<file path="src/verilog/cnn_cfg.svh">
`ifndef CNN_CFG_SVH
`define CNN_CFG_SVH

// image side in pixels, must be even
`define CNN_IMG_DIM     8

`define CNN_PIX_W       8   // signed int8 pixels
`define CNN_WGT_W       4   // weights and bias
`define CNN_ACC_W       16

// one bank per row parity and column parity
`define CNN_BANKS       4
`define CNN_BANK_AW     4   // a quarter of the image per bank

// nine pooled bytes packed four per word
`define CNN_RES_AW      2

`define CNN_BIAS_ALIGN  2   // bias scaled up before the add

// register map, weights at 0..8 in row-major order
`define CNN_REG_BIAS    4'd9
`define CNN_REG_SHIFT   4'd10

`endif

</file>
<file path="src/verilog/cnn_pkg.sv">
`include "cnn_cfg.svh"

package cnn_pkg;

	typedef logic signed [`CNN_PIX_W-1:0] pixel_t;
	typedef logic signed [`CNN_WGT_W-1:0] weight_t;
	typedef logic signed [`CNN_ACC_W-1:0] acc_t;

	typedef logic [`CNN_BANK_AW-1:0] bank_addr_t;

	// kernel register file contents
	typedef struct packed {
		weight_t [8:0] w;      // w[0] is the top-left tap
		weight_t       bias;
		logic    [2:0] shift;  // arithmetic right shift before saturation
	} kernel_t;

	typedef struct packed {
		bank_addr_t [`CNN_BANKS-1:0] addr;
		logic                        stb;
	} bank_rd_t;

	// bank index is {row parity, col parity}
	typedef pixel_t [`CNN_BANKS-1:0] bank_data_t;

	typedef pixel_t [15:0] window_t;   // 4x4, element 0 top-left
	typedef acc_t [3:0] conv_quad_t;   // tl, tr, bl, br

	typedef struct packed {
		logic       cyc;
		logic       stb;
		logic       we;
		logic [3:0] adr;
		logic [7:0] dat;
	} wb_req_t;

	typedef struct packed {
		logic       ack;
		logic [7:0] dat;
	} wb_rsp_t;

	// result memory write port
	typedef struct packed {
		logic                   wen;       // active low
		logic [`CNN_RES_AW-1:0] addr;
		logic [31:0]            data;
		logic [3:0]             bytemask;  // active low
	} res_wr_t;

endpackage

</file>
<file path="src/verilog/kernel_regs.sv">
`include "cnn_cfg.svh"

module kernel_regs (
	input  logic             clk,
	input  logic             rst_n,
	input  cnn_pkg::wb_req_t wb_req,
	output cnn_pkg::wb_rsp_t wb_rsp,
	output cnn_pkg::kernel_t kernel
);
	import cnn_pkg::*;

	logic       ack_q;
	logic [7:0] rdat_q;
	logic [7:0] rdat;
	logic       access;   // first cycle of a strobe

	assign access = wb_req.cyc && wb_req.stb && !ack_q;

	// read mux, raw field bits zero-extended
	always_comb begin
		rdat = '0;
		if (wb_req.adr < `CNN_REG_BIAS) begin   // weights sit below the bias
			rdat[`CNN_WGT_W-1:0] = kernel.w[wb_req.adr];
		end else if (wb_req.adr == `CNN_REG_BIAS) begin
			rdat[`CNN_WGT_W-1:0] = kernel.bias;
		end else if (wb_req.adr == `CNN_REG_SHIFT) begin
			rdat[2:0] = kernel.shift;
		end
	end

	always_ff @(posedge clk) begin
		if (!rst_n) begin
			kernel <= '0;
			ack_q  <= 1'b0;
		end else begin
			ack_q <= access;   // single-cycle ack
			if (access && wb_req.we) begin
				if (wb_req.adr < `CNN_REG_BIAS) begin
					kernel.w[wb_req.adr] <= wb_req.dat[`CNN_WGT_W-1:0];
				end else if (wb_req.adr == `CNN_REG_BIAS) begin
					kernel.bias <= wb_req.dat[`CNN_WGT_W-1:0];
				end else if (wb_req.adr == `CNN_REG_SHIFT) begin
					kernel.shift <= wb_req.dat[2:0];
				end
				// anything above the shift register is dropped
			end
		end
	end

	always_ff @(posedge clk) begin
		if (access) begin
			rdat_q <= rdat;
		end
	end

	assign wb_rsp = '{ack: ack_q, dat: rdat_q};

endmodule

</file>
<file path="src/verilog/image_bank_buffer.sv">
`include "cnn_cfg.svh"

module image_bank_buffer (
	input  logic                clk,
	input  logic                wr_en,
	input  logic [1:0]          wr_bank,
	input  cnn_pkg::bank_addr_t wr_addr,
	input  cnn_pkg::pixel_t     wr_pixel,
	input  cnn_pkg::bank_rd_t   rd,
	output cnn_pkg::bank_data_t rd_data
);
	import cnn_pkg::*;

	// each bank holds one parity class, a quarter of the image
	localparam int DEPTH = (`CNN_IMG_DIM / 2) * (`CNN_IMG_DIM / 2);

	pixel_t mem [`CNN_BANKS][DEPTH];

	////////////////////////////////////////////////////////////////////////////
	// streaming write side, one pixel per cycle
	////////////////////////////////////////////////////////////////////////////

	always_ff @(posedge clk) begin
		if (wr_en) begin
			mem[wr_bank][wr_addr] <= wr_pixel;   // addr = (row/2)*(dim/2) + col/2
		end
	end

	////////////////////////////////////////////////////////////////////////////
	// read side, one pixel from every bank per strobe
	////////////////////////////////////////////////////////////////////////////

	always_ff @(posedge clk) begin
		if (rd.stb) begin
			for (int b = 0; b < `CNN_BANKS; b++) begin
				rd_data[b] <= mem[b][rd.addr[b]];   // held until the next strobe
			end
		end
	end

endmodule

</file>
<file path="src/verilog/conv_sequencer.sv">
`include "cnn_cfg.svh"

module conv_sequencer (
	input  logic                   clk,
	input  logic                   rst_n,
	input  logic                   enable,
	output logic                   busy,
	output logic                   wr_en,
	output logic [1:0]             wr_bank,
	output cnn_pkg::bank_addr_t    wr_addr,
	output cnn_pkg::bank_rd_t      rd,
	output logic [1:0]             fetch_step,
	output logic                   fetch_valid,
	output logic                   cell_last,
	output logic [`CNN_RES_AW+1:0] pool_index,
	output logic                   done
);
	import cnn_pkg::*;

	localparam int DIM       = `CNN_IMG_DIM;
	localparam int HALF      = DIM / 2;
	localparam int POOL_DIM  = (DIM - 2) / 2;
	localparam int CW        = $clog2(DIM);
	localparam int DRAIN_CYC = 4;   // fetch data, window, sums, write

	typedef enum logic [1:0] {S_IDLE, S_LOAD, S_COMPUTE, S_DRAIN} state_t;

	state_t        state;
	logic [CW-1:0] row;      // load position
	logic [CW-1:0] col;
	logic [CW-1:0] cell_r;   // pooled cell being fetched
	logic [CW-1:0] cell_c;
	logic [1:0]    step;     // {block row, block col} inside the 4x4 window
	logic [2:0]    blk_sr;   // last block of a cell moving down the pipe
	logic [1:0]    drain_cnt;
	logic          load_last;
	bank_addr_t    blk_addr;

	////////////////////////////////////////////////////////////////////////////
	// load and fetch addressing
	////////////////////////////////////////////////////////////////////////////

	assign busy      = (state != S_LOAD);
	assign load_last = (row == CW'(DIM - 1)) && (col == CW'(DIM - 1));

	assign wr_en   = (state == S_LOAD);
	assign wr_bank = {row[0], col[0]};
	assign wr_addr = bank_addr_t'((row >> 1) * HALF + (col >> 1));

	// aligned 2x2 blocks land on the same address in every bank
	assign blk_addr = bank_addr_t'((cell_r + step[1]) * HALF + cell_c + step[0]);

	always_comb begin
		rd.addr = {`CNN_BANKS{blk_addr}};
		rd.stb  = (state == S_COMPUTE);
	end

	assign cell_last = (state == S_COMPUTE) && (step == 2'd3)
		&& (cell_r == CW'(POOL_DIM - 1)) && (cell_c == CW'(POOL_DIM - 1));

	////////////////////////////////////////////////////////////////////////////
	// run FSM
	////////////////////////////////////////////////////////////////////////////

	always_ff @(posedge clk) begin
		if (!rst_n) begin
			state       <= S_IDLE;
			row         <= '0;
			col         <= '0;
			cell_r      <= '0;
			cell_c      <= '0;
			step        <= '0;
			blk_sr      <= '0;
			drain_cnt   <= '0;
			fetch_valid <= 1'b0;
			fetch_step  <= '0;
			pool_index  <= '0;
			done        <= 1'b0;
		end else begin
			done        <= 1'b0;
			fetch_valid <= (state == S_COMPUTE);   // bank data is one cycle behind
			fetch_step  <= step;
			blk_sr      <= {blk_sr[1:0], (state == S_COMPUTE) && (step == 2'd3)};
			if (blk_sr[2]) begin
				pool_index <= pool_index + 1'b1;   // lines up with quad_valid
			end

			case (state)
				S_IDLE: begin
					row        <= '0;
					col        <= '0;
					cell_r     <= '0;
					cell_c     <= '0;
					step       <= '0;
					drain_cnt  <= '0;
					pool_index <= '0;
					if (enable) begin
						state <= S_LOAD;
					end
				end
				S_LOAD: begin
					if (col == CW'(DIM - 1)) begin
						col <= '0;
						row <= row + 1'b1;
					end else begin
						col <= col + 1'b1;
					end
					if (load_last) begin
						state <= S_COMPUTE;
					end
				end
				S_COMPUTE: begin
					step <= step + 1'b1;
					if (step == 2'd3) begin
						if (cell_c == CW'(POOL_DIM - 1)) begin
							cell_c <= '0;
							cell_r <= cell_r + 1'b1;
						end else begin
							cell_c <= cell_c + 1'b1;
						end
					end
					if (cell_last) begin
						state <= S_DRAIN;
					end
				end
				default: begin   // drain until the last write has gone out
					drain_cnt <= drain_cnt + 1'b1;
					if (drain_cnt == 2'(DRAIN_CYC - 1)) begin
						state <= S_IDLE;
						done  <= 1'b1;
					end
				end
			endcase
		end
	end

endmodule

</file>
<file path="src/verilog/window_conv.sv">
`include "cnn_cfg.svh"

module window_conv (
	input  logic                clk,
	input  logic                rst_n,
	input  cnn_pkg::bank_data_t rd_data,
	input  logic [1:0]          fetch_step,
	input  logic                fetch_valid,
	input  cnn_pkg::kernel_t    kernel,
	output cnn_pkg::conv_quad_t quad,
	output logic                quad_valid
);
	import cnn_pkg::*;

	window_t win;
	logic    win_full;   // all four blocks in place

	// 3x3 dot product at window offset (r0, c0) plus the scaled bias
	function automatic acc_t dot3(window_t w, kernel_t k, int r0, int c0);
		acc_t sum;
		sum = acc_t'(k.bias) <<< `CNN_BIAS_ALIGN;
		for (int i = 0; i < 3; i++) begin
			for (int j = 0; j < 3; j++) begin
				sum += acc_t'(w[(r0 + i) * 4 + c0 + j]) * acc_t'(k.w[i * 3 + j]);
			end
		end
		return sum;
	endfunction

	////////////////////////////////////////////////////////////////////////////
	// window assembly
	////////////////////////////////////////////////////////////////////////////

	// step picks the quadrant, bank parity picks the pixel inside it
	always_ff @(posedge clk) begin
		if (fetch_valid) begin
			for (int b = 0; b < `CNN_BANKS; b++) begin
				win[(2 * fetch_step[1] + b / 2) * 4 + 2 * fetch_step[0] + b % 2] <= rd_data[b];
			end
		end
	end

	always_ff @(posedge clk) begin
		if (!rst_n) begin
			win_full   <= 1'b0;
			quad_valid <= 1'b0;
		end else begin
			win_full   <= fetch_valid && (fetch_step == 2'd3);
			quad_valid <= win_full;
		end
	end

	////////////////////////////////////////////////////////////////////////////
	// four conv outputs under one pooling cell
	////////////////////////////////////////////////////////////////////////////

	// next cell's first block lands in the same edge, so win is still whole here
	always_ff @(posedge clk) begin
		if (win_full) begin
			for (int q = 0; q < 4; q++) begin
				quad[q] <= dot3(win, kernel, q / 2, q % 2);   // q = {row, col}
			end
		end
	end

endmodule

</file>
<file path="src/verilog/quant_pool_writer.sv">
`include "cnn_cfg.svh"

module quant_pool_writer (
	input  logic                   clk,
	input  logic                   rst_n,
	input  cnn_pkg::conv_quad_t    quad,
	input  logic                   quad_valid,
	input  logic [2:0]             shift,
	input  logic [`CNN_RES_AW+1:0] pool_index,
	output cnn_pkg::res_wr_t       res_wr
);
	import cnn_pkg::*;

	localparam int PIX_MAX = 2 ** (`CNN_PIX_W - 1) - 1;
	localparam int PIX_MIN = -(2 ** (`CNN_PIX_W - 1));

	pixel_t                 q [4];
	pixel_t                 max_top;
	pixel_t                 max_bot;
	pixel_t                 pooled;
	logic [1:0]             lane;
	logic                   wen_q;
	logic [3:0]             mask_q;
	logic [`CNN_RES_AW-1:0] addr_q;
	logic [31:0]            data_q;

	// arithmetic shift then clamp to int8
	function automatic pixel_t quantize(acc_t sum, logic [2:0] sh);
		acc_t t;
		t = sum >>> sh;
		if (t > acc_t'(PIX_MAX)) return pixel_t'(PIX_MAX);
		if (t < acc_t'(PIX_MIN)) return pixel_t'(PIX_MIN);
		return pixel_t'(t);
	endfunction

	always_comb begin
		for (int i = 0; i < 4; i++) begin
			q[i] = quantize(quad[i], shift);
		end
	end

	// 2x2 max pool
	assign max_top = (q[0] >= q[1]) ? q[0] : q[1];
	assign max_bot = (q[2] >= q[3]) ? q[2] : q[3];
	assign pooled  = (max_top >= max_bot) ? max_top : max_bot;
	assign lane    = pool_index[1:0];   // lane 0 is the top byte

	always_ff @(posedge clk) begin
		if (!rst_n) begin
			wen_q  <= 1'b1;
			mask_q <= 4'hf;
		end else begin
			wen_q  <= !quad_valid;
			mask_q <= quad_valid ? ~(4'b1000 >> lane) : 4'hf;
		end
	end

	always_ff @(posedge clk) begin
		if (quad_valid) begin
			addr_q <= pool_index[`CNN_RES_AW+1:2];
			data_q <= {pooled, 24'h0} >> (8 * lane);   // other lanes zero
		end
	end

	assign res_wr = '{wen: wen_q, addr: addr_q, data: data_q, bytemask: mask_q};

endmodule

</file>
<file path="src/verilog/conv_pool_top.sv">
`include "cnn_cfg.svh"

module conv_pool_top (
	input  logic             clk,
	input  logic             rst_n,
	input  logic             enable,
	input  cnn_pkg::pixel_t  input_data,
	output logic             busy,
	input  cnn_pkg::wb_req_t wb_req,
	output cnn_pkg::wb_rsp_t wb_rsp,
	output cnn_pkg::res_wr_t res_wr,
	output logic             done
);
	import cnn_pkg::*;

	kernel_t                kernel;
	logic                   wr_en;
	logic [1:0]             wr_bank;
	bank_addr_t             wr_addr;
	bank_rd_t               rd;
	bank_data_t             rd_data;
	logic [1:0]             fetch_step;
	logic                   fetch_valid;
	logic [`CNN_RES_AW+1:0] pool_index;
	conv_quad_t             quad;
	logic                   quad_valid;

	////////////////////////////////////////////////////////////////////////////
	// control and storage
	////////////////////////////////////////////////////////////////////////////

	kernel_regs u_kernel_regs (
		.clk    (clk),
		.rst_n  (rst_n),
		.wb_req (wb_req),
		.wb_rsp (wb_rsp),
		.kernel (kernel)
	);

	conv_sequencer u_sequencer (
		.clk         (clk),
		.rst_n       (rst_n),
		.enable      (enable),
		.busy        (busy),
		.wr_en       (wr_en),
		.wr_bank     (wr_bank),
		.wr_addr     (wr_addr),
		.rd          (rd),
		.fetch_step  (fetch_step),
		.fetch_valid (fetch_valid),
		.cell_last   (),               // steers the drain inside the sequencer
		.pool_index  (pool_index),
		.done        (done)
	);

	image_bank_buffer u_buffer (
		.clk      (clk),
		.wr_en    (wr_en),
		.wr_bank  (wr_bank),
		.wr_addr  (wr_addr),
		.wr_pixel (input_data),
		.rd       (rd),
		.rd_data  (rd_data)
	);

	////////////////////////////////////////////////////////////////////////////
	// datapath
	////////////////////////////////////////////////////////////////////////////

	window_conv u_window_conv (
		.clk         (clk),
		.rst_n       (rst_n),
		.rd_data     (rd_data),
		.fetch_step  (fetch_step),
		.fetch_valid (fetch_valid),
		.kernel      (kernel),
		.quad        (quad),
		.quad_valid  (quad_valid)
	);

	quant_pool_writer u_writer (
		.clk        (clk),
		.rst_n      (rst_n),
		.quad       (quad),
		.quad_valid (quad_valid),
		.shift      (kernel.shift),
		.pool_index (pool_index),
		.res_wr     (res_wr)
	);

endmodule

</file>
<file path="config.mk">
export PLATFORM = sky130hd
export DESIGN_NAME = conv_pool_top
export DESIGN_NICKNAME = d
export VERILOG_FILES = /design/src/verilog/cnn_pkg.sv /design/src/verilog/kernel_regs.sv /design/src/verilog/image_bank_buffer.sv /design/src/verilog/conv_sequencer.sv /design/src/verilog/window_conv.sv /design/src/verilog/quant_pool_writer.sv /design/src/verilog/conv_pool_top.sv
export VERILOG_INCLUDE_DIRS = /design/src /design/src/verilog
export SDC_FILE = /design/constraint.sdc
export NUM_CORES = 2
export LEC_CHECK = 0
export BUFFER_PORTS_ARGS = -buffer_cell sky130_fd_sc_hd__buf_2
export CORE_MARGIN = 3
export CORE_UTILIZATION = 65
export CTS_CLUSTER_DIAMETER = 150
export CTS_CLUSTER_SIZE = 12
export DETAILED_ROUTE_END_ITERATION = 10
export GPL_ROUTABILITY_DRIVEN = 0
export GPL_TIMING_DRIVEN = 1
export HOLD_SLACK_MARGIN = 0.05
export PLACE_DENSITY = 0.8
export SLEW_MARGIN = 30
export SYNTH_ARGS = -nofsm -noshare
export SYNTH_HDL_FRONTEND = slang
export SYNTH_SLANG_ARGS = --single-unit
export TNS_END_PERCENT = 50
</file>
<file path="constraint.sdc">
create_clock -name clk -period 13.5 [get_ports clk]
set_clock_uncertainty 0.2 [all_clocks]
set_input_delay 2.7 -clock clk [delete_from_list [all_inputs] [get_ports clk]]
set_output_delay 2.7 -clock clk [all_outputs]
set_load 0.1 [all_outputs]
</file>
* Word level (Yosys, flattened, before mapping) *
Memory sizes are Yosys's and may differ from the RTL's.
Index checks and enable logic that the tools add are counted.

storage, ports and cells
  memories = 1
  bits in registers = 342
  bits in writable memories = 512
  output and inout bits = 50
  bits of input ports = 26
  logic and storage cells = 316

memory list
  name          words  bits a word  read ports  clocked after Yosys merged registers in  write ports  line                     source
  u_buffer.mem  4      128          4           0                                        1            image_bank_buffer.sv:17  pixel_t mem [`CNN_BANKS][DEPTH];

operators by class
  muxes and demuxes = 86
  order comparisons = 25
  bitwise logic cells = 6
  multiply operators = 36
  reduce and logical (&&, ||, !) cells = 31
  equal/unequal tests = 18
  shifts and indexed selects = 6
  add/sub/neg operators = 52

operators by type and width
  cell                   number
  $add 16x16->16         32
  $bwmux 128             4
  $mul 8x4->12           36
  $mux 8                 32
  $demux 8 s4            5
  $bmux 8 s4             4
  $ge 32x1->1 const B    4
  $lt 32x5->1 const B    4
  $mux 128               1
  $add 32x1->32 const B  2
  $gt 16x8->1 const B    4
  $lt 16x8->1 const B    4
  $sshr 16x3->16         4
  $add 6x12->13          4
  $bwmux 36              1
  $add 32x2->32          1
  $shr 32x5->32          1
  $ge 8x8->1             3
  $mux 3                 8
  $pmux 3 s2             4
  $bmux 4 s4             1
  $demux 4 s4            1
  $mux 1                 15
  $logic_and 1x1->1      14
  other kinds (38)       71

* Longest topological paths before layout *
  depth in word-level cells = 11
  mapped depth = 32
  gate-level depth less buffers = 31

* Modules after synthesis *
From an unflattened synthesis, not the netlist that was laid out.

second synthesis, totals
  cell total of the unflattened synthesis = 7139
  area total of the unflattened synthesis = 84508.6 µm²

by module, submodules not included
  module             area each (µm²)  instances  cells an instance  seq. area each (µm²)
  window_conv        54259.5          1          5246               5805.6
  image_bank_buffer  20867.5          1          922                16335.7
  quant_pool_writer  5527.8           1          580                1121.1
  kernel_regs        2323.5           1          230                1001.0
  conv_sequencer     1530.2           1          161                580.6

* Least setup slack after synthesis *
Ideal clock, no wire load.

  kind = register -> register
  from = reg, netlist name u_kernel_regs.kernel[10]
  to = reg u_window_conv.quad[61] (netlist name) (data pin)
  setup time = 258 ps
  data arrival time = 7749 ps
  path slack = 5293 ps
  period minus slack after synthesis = 8207 ps
  cell stages (with the launch flop) = 31
  path buffers = 1
  data required time = 13042 ps
  path through = dfxtp_1 clkbuf_1 nand2b_1 fa_1 fa_1 fa_1 inv_1 ha_1 fa_1 a21oi_1 nor2_1 nor2_1 o21bai_1 a21oi_1 o21ai_0 xnor2_1 fa_1 inv_1 fa_1 inv_1 fa_1 inv_1 fa_1 inv_1 fa_1 inv_1 ha_1 or3_1 a2111oi_0 nor2_1 xnor2_1

on the way
  longest elaborated chain between the ends = 10

RTL lines
  element                          line               source
  $mul 8x4->12                     window_conv.sv:24  sum += acc_t'(w[(r0 + i) * 4 + c0 + j]) * acc_t'(k.w[i * 3 + j]);
  $add 6x12->13                    window_conv.sv:24
  $add 16x16->16 (8 in a row)      window_conv.sv:24
  to (signal, indexed assignment)  window_conv.sv:61  quad[q] <= dot3(win, kernel, q / 2, q % 2);
  to (decl)                        window_conv.sv:10  output cnn_pkg::conv_quad_t quad,

Every way passes these cells.
A chain may end at the register's enable or synchronous reset.

* Worst setup path after layout *
  from = reg, netlist name u_kernel_regs.kernel[10]
  to = reg u_window_conv.quad[63] (netlist name) (data pin)

on the way
  longest elaborated chain between the ends = 10

RTL lines
  element                      line
  $mul 8x4->12                 window_conv.sv:24
  $add 6x12->13                window_conv.sv:24
  $add 16x16->16 (8 in a row)  window_conv.sv:24

Every way passes these cells.

==> metrics.txt <==
syn_area_per_cell 11.0 sq um; arrival time at the worst endpoint 9900 ps; most frequent cells in the layout inv_1 (1240), fa_1 (1024), ha_1 (804); CTS buffer count 81; commonest non-fill, non-tap cell in the layout inv_1; Hold Buf Count CTS 0; gr ovfl total 0; CTS sink count 854; area growth from synthesis to layout 5.31%; DP Wirelength 163000 microns; LEAKAGE 41.1 nW; synth unique cells 84; row count 131; setup TNS 0 ps; layout cell share with drive strength beyond 1 0.0572; Yosys top cell by area edfxtp_1; relative slew slack 0.308; Hold WC Path Type reg -> reg; CTS tree yes; run status complete, no violations; number of synthesized flops with an enable pin 774; Cells after Synth 7665; synthesized area 84400 sq um; first-pass GRT wire length 337000 microns; Synth async-reset ratio 0; post-route minimum period 9580 ps; period utilization 0.710; Vias 57038; design area 88800 sq um; f_max 104 MHz; # resized after CTS 0; Peak VDD IR 0.000159 V; share of the synthesized area in the top cell type 0.276; synth top area cells edfxtp_1 (28%), fa_1 (24%), ha_1 (12%); number of global-route vias before repair 59441; Hold Violations, Final 0; Seq/Total Area, Yosys 0.295; IO buf count 67; Worst-Margin Slew 1040 ps; CTS clk-pin slew, worst paths 80 ps; #FFs+latches synth 854; CTS max path bufs 3; num ports 76; Total GRT Usage 0.328; largest net degree at the start of global routing 97; CP Max Fanout 28; RSZ-0062 raised after global routing false; Critical Path Start Type register; prevailing post-synth register cell edfxtp_1; WL final 217000 microns; Core Box Area 128000 sq um; DP Area 86400 sq um; post-route ant nets 0; Die ar. 134000 sq um; final setup fails 0; nature of the critical path endpoint register; Req. time, crit path 13820 ps; initial antenna violation count 13; vias per inst 6.06; critical path type reg -> reg; WL/cell 23.1 microns; DRT Pass-1 Iters 10; Yosys Warn Count 0; initial core utilization 0.658; CTS Root Cell clkbuf_16; Vert. Die Dim 366 microns; CTS H-tree lvls 3; DRC Markers 0; Clock Latency Late Sink 700 ps; P per Cell Area 68.0 nW/um^2; Max Cap Viol 0; Final #Nets 9471; Final Max Slew Viols 0; Iter 0 DRT Violations 5280; Setup Buffers After CTS 0; die width 366 microns
## power by group
group / total [W] / internal, W / switching, W
combinational: 0.000771 / 0.000258 / 0.000513
sequential: 0.00307 / 0.00297 / 0.000107
clock: 0.00220 / 0.00113 / 0.00106
total: 0.00604 / 0.00436 / 0.00169
## synth_stat cells, types with 74 or more instances
cell type  number
nand2b_1      228
xor2_1         96
a21o_1         77
fa_1         1024
ha_1          807
a21oi_1       274
inv_1        1240
nand2_1       761
and2_1        458
mux4_2        152
mux2i_1        74
xnor2_1       348
o21ai_0       183
clkbuf_1      229
nor2_1        229
dfxtp_1        80
edfxtp_1      774
## cell type report
class                      instances  area [sq um]
multi-input combinational       5294         53800
timing repair buffer             142           931
clock inverter                     9           224
inverter                        1241          4660
fill                            9050         39300
clock buffer                     122          2180
sequential                       854         24900
tap                             1729          2160
antenna                           14          35.0
## critical path, cell delays in order (launching register included)
cell       delay [ps]
dfxtp_1           310
buf_4             440
inv_1             530
nor2_1            250
fa_1              460
fa_1              500
inv_1              50
fa_1              480
inv_1              60
ha_1              270
a21o_1            150
a21oi_1           220
o21bai_1           90
a21oi_1           230
o21ai_0           210
or4_1             510
nand3_1           290
fa_1              540
fa_1              520
fa_1              570
fa_1              430
fa_1              490
inv_1              40
ha_1              200
or3_1             370
a2111oi_0         580
nor2_1            180
a211oi_1          250
## per-layer routing
| metal | vias to the layer above | routed length (microns) | GRT usage |
|---|---|---|---|
| li1 | 25019 | - | - |
| met1 | 28451 | 79700 | 0.413 |
| met2 | 2860 | 102000 | 0.531 |
| met3 | 704 | 21500 | 0.0743 |
| met4 | 4 | 14300 | 0.178 |
| met5 | - | 27 | 0 |
## per-stage QoR
stage | total power, W | hold slack, ps | instances | util | setup WS [ps]
2_1_floorplan | 0.00355 | 212 | 7668 | - | 5290
3_3_place_gp | 0.00383 | 219 | 9260 | 0.674 | 4100
3_5_place_dp | 0.00387 | 220 | 9260 | 0.674 | 3960
4_1_cts | 0.00604 | 222 | 9391 | 0.693 | 3950
5_1_grt | 0.00621 | 238 | 9394 | 0.693 | 3430
6_report | 0.00604 | 225 | 9405 | 0.693 | 3920
## worst paths after layout
path	from	to	slack [ps]	cells past startpoint
max	u_kernel_regs.kernel[10]	u_window_conv.quad[63]	3920	27
min	u_sequencer.blk_sr[0]	u_sequencer.blk_sr[1]	220	1
max reg2reg	u_kernel_regs.kernel[10]	u_window_conv.quad[63]	3920	27
min reg2reg	u_sequencer.blk_sr[0]	u_sequencer.blk_sr[1]	220	1
## registers in the layout, indices dropped and copies added (netlist names), 2 cells and up
register / flops
u_sequencer.cell_c: 3
u_writer.mask_q: 4
u_sequencer.row: 3
u_window_conv.quad: 64
u_buffer.rd_data: 32
u_sequencer.fetch_step: 2
u_sequencer.drain_cnt: 2
u_buffer.mem: 512
u_sequencer.blk_sr: 3
u_sequencer.state: 2
u_sequencer.pool_index: 4
u_window_conv.win: 128
u_writer.data_q: 32
u_kernel_regs.rdat_q: 4
u_kernel_regs.kernel: 43
u_sequencer.col: 3
u_sequencer.cell_r: 3
u_writer.addr_q: 2
u_sequencer.step: 2
## kinds of logic (layout without fill, tap and decap cells)
family | after synthesis | count (layout) | share of synthesized area
buffers and inverters | 1520 | 1514 | 0.0690
other | 1 | 18 | 0.0000445
adder cells (fa/ha/maj) | 1832 | 1832 | 0.363
XOR/XNOR | 444 | 444 | 0.0461
AO/OA/AOI/OAI | 840 | 840 | 0.0624
flip-flops | 854 | 854 | 0.295
AND/OR/NAND/NOR | 1930 | 1930 | 0.113
multiplexers | 244 | 244 | 0.0518
Power figures use the tool's default switching activity.
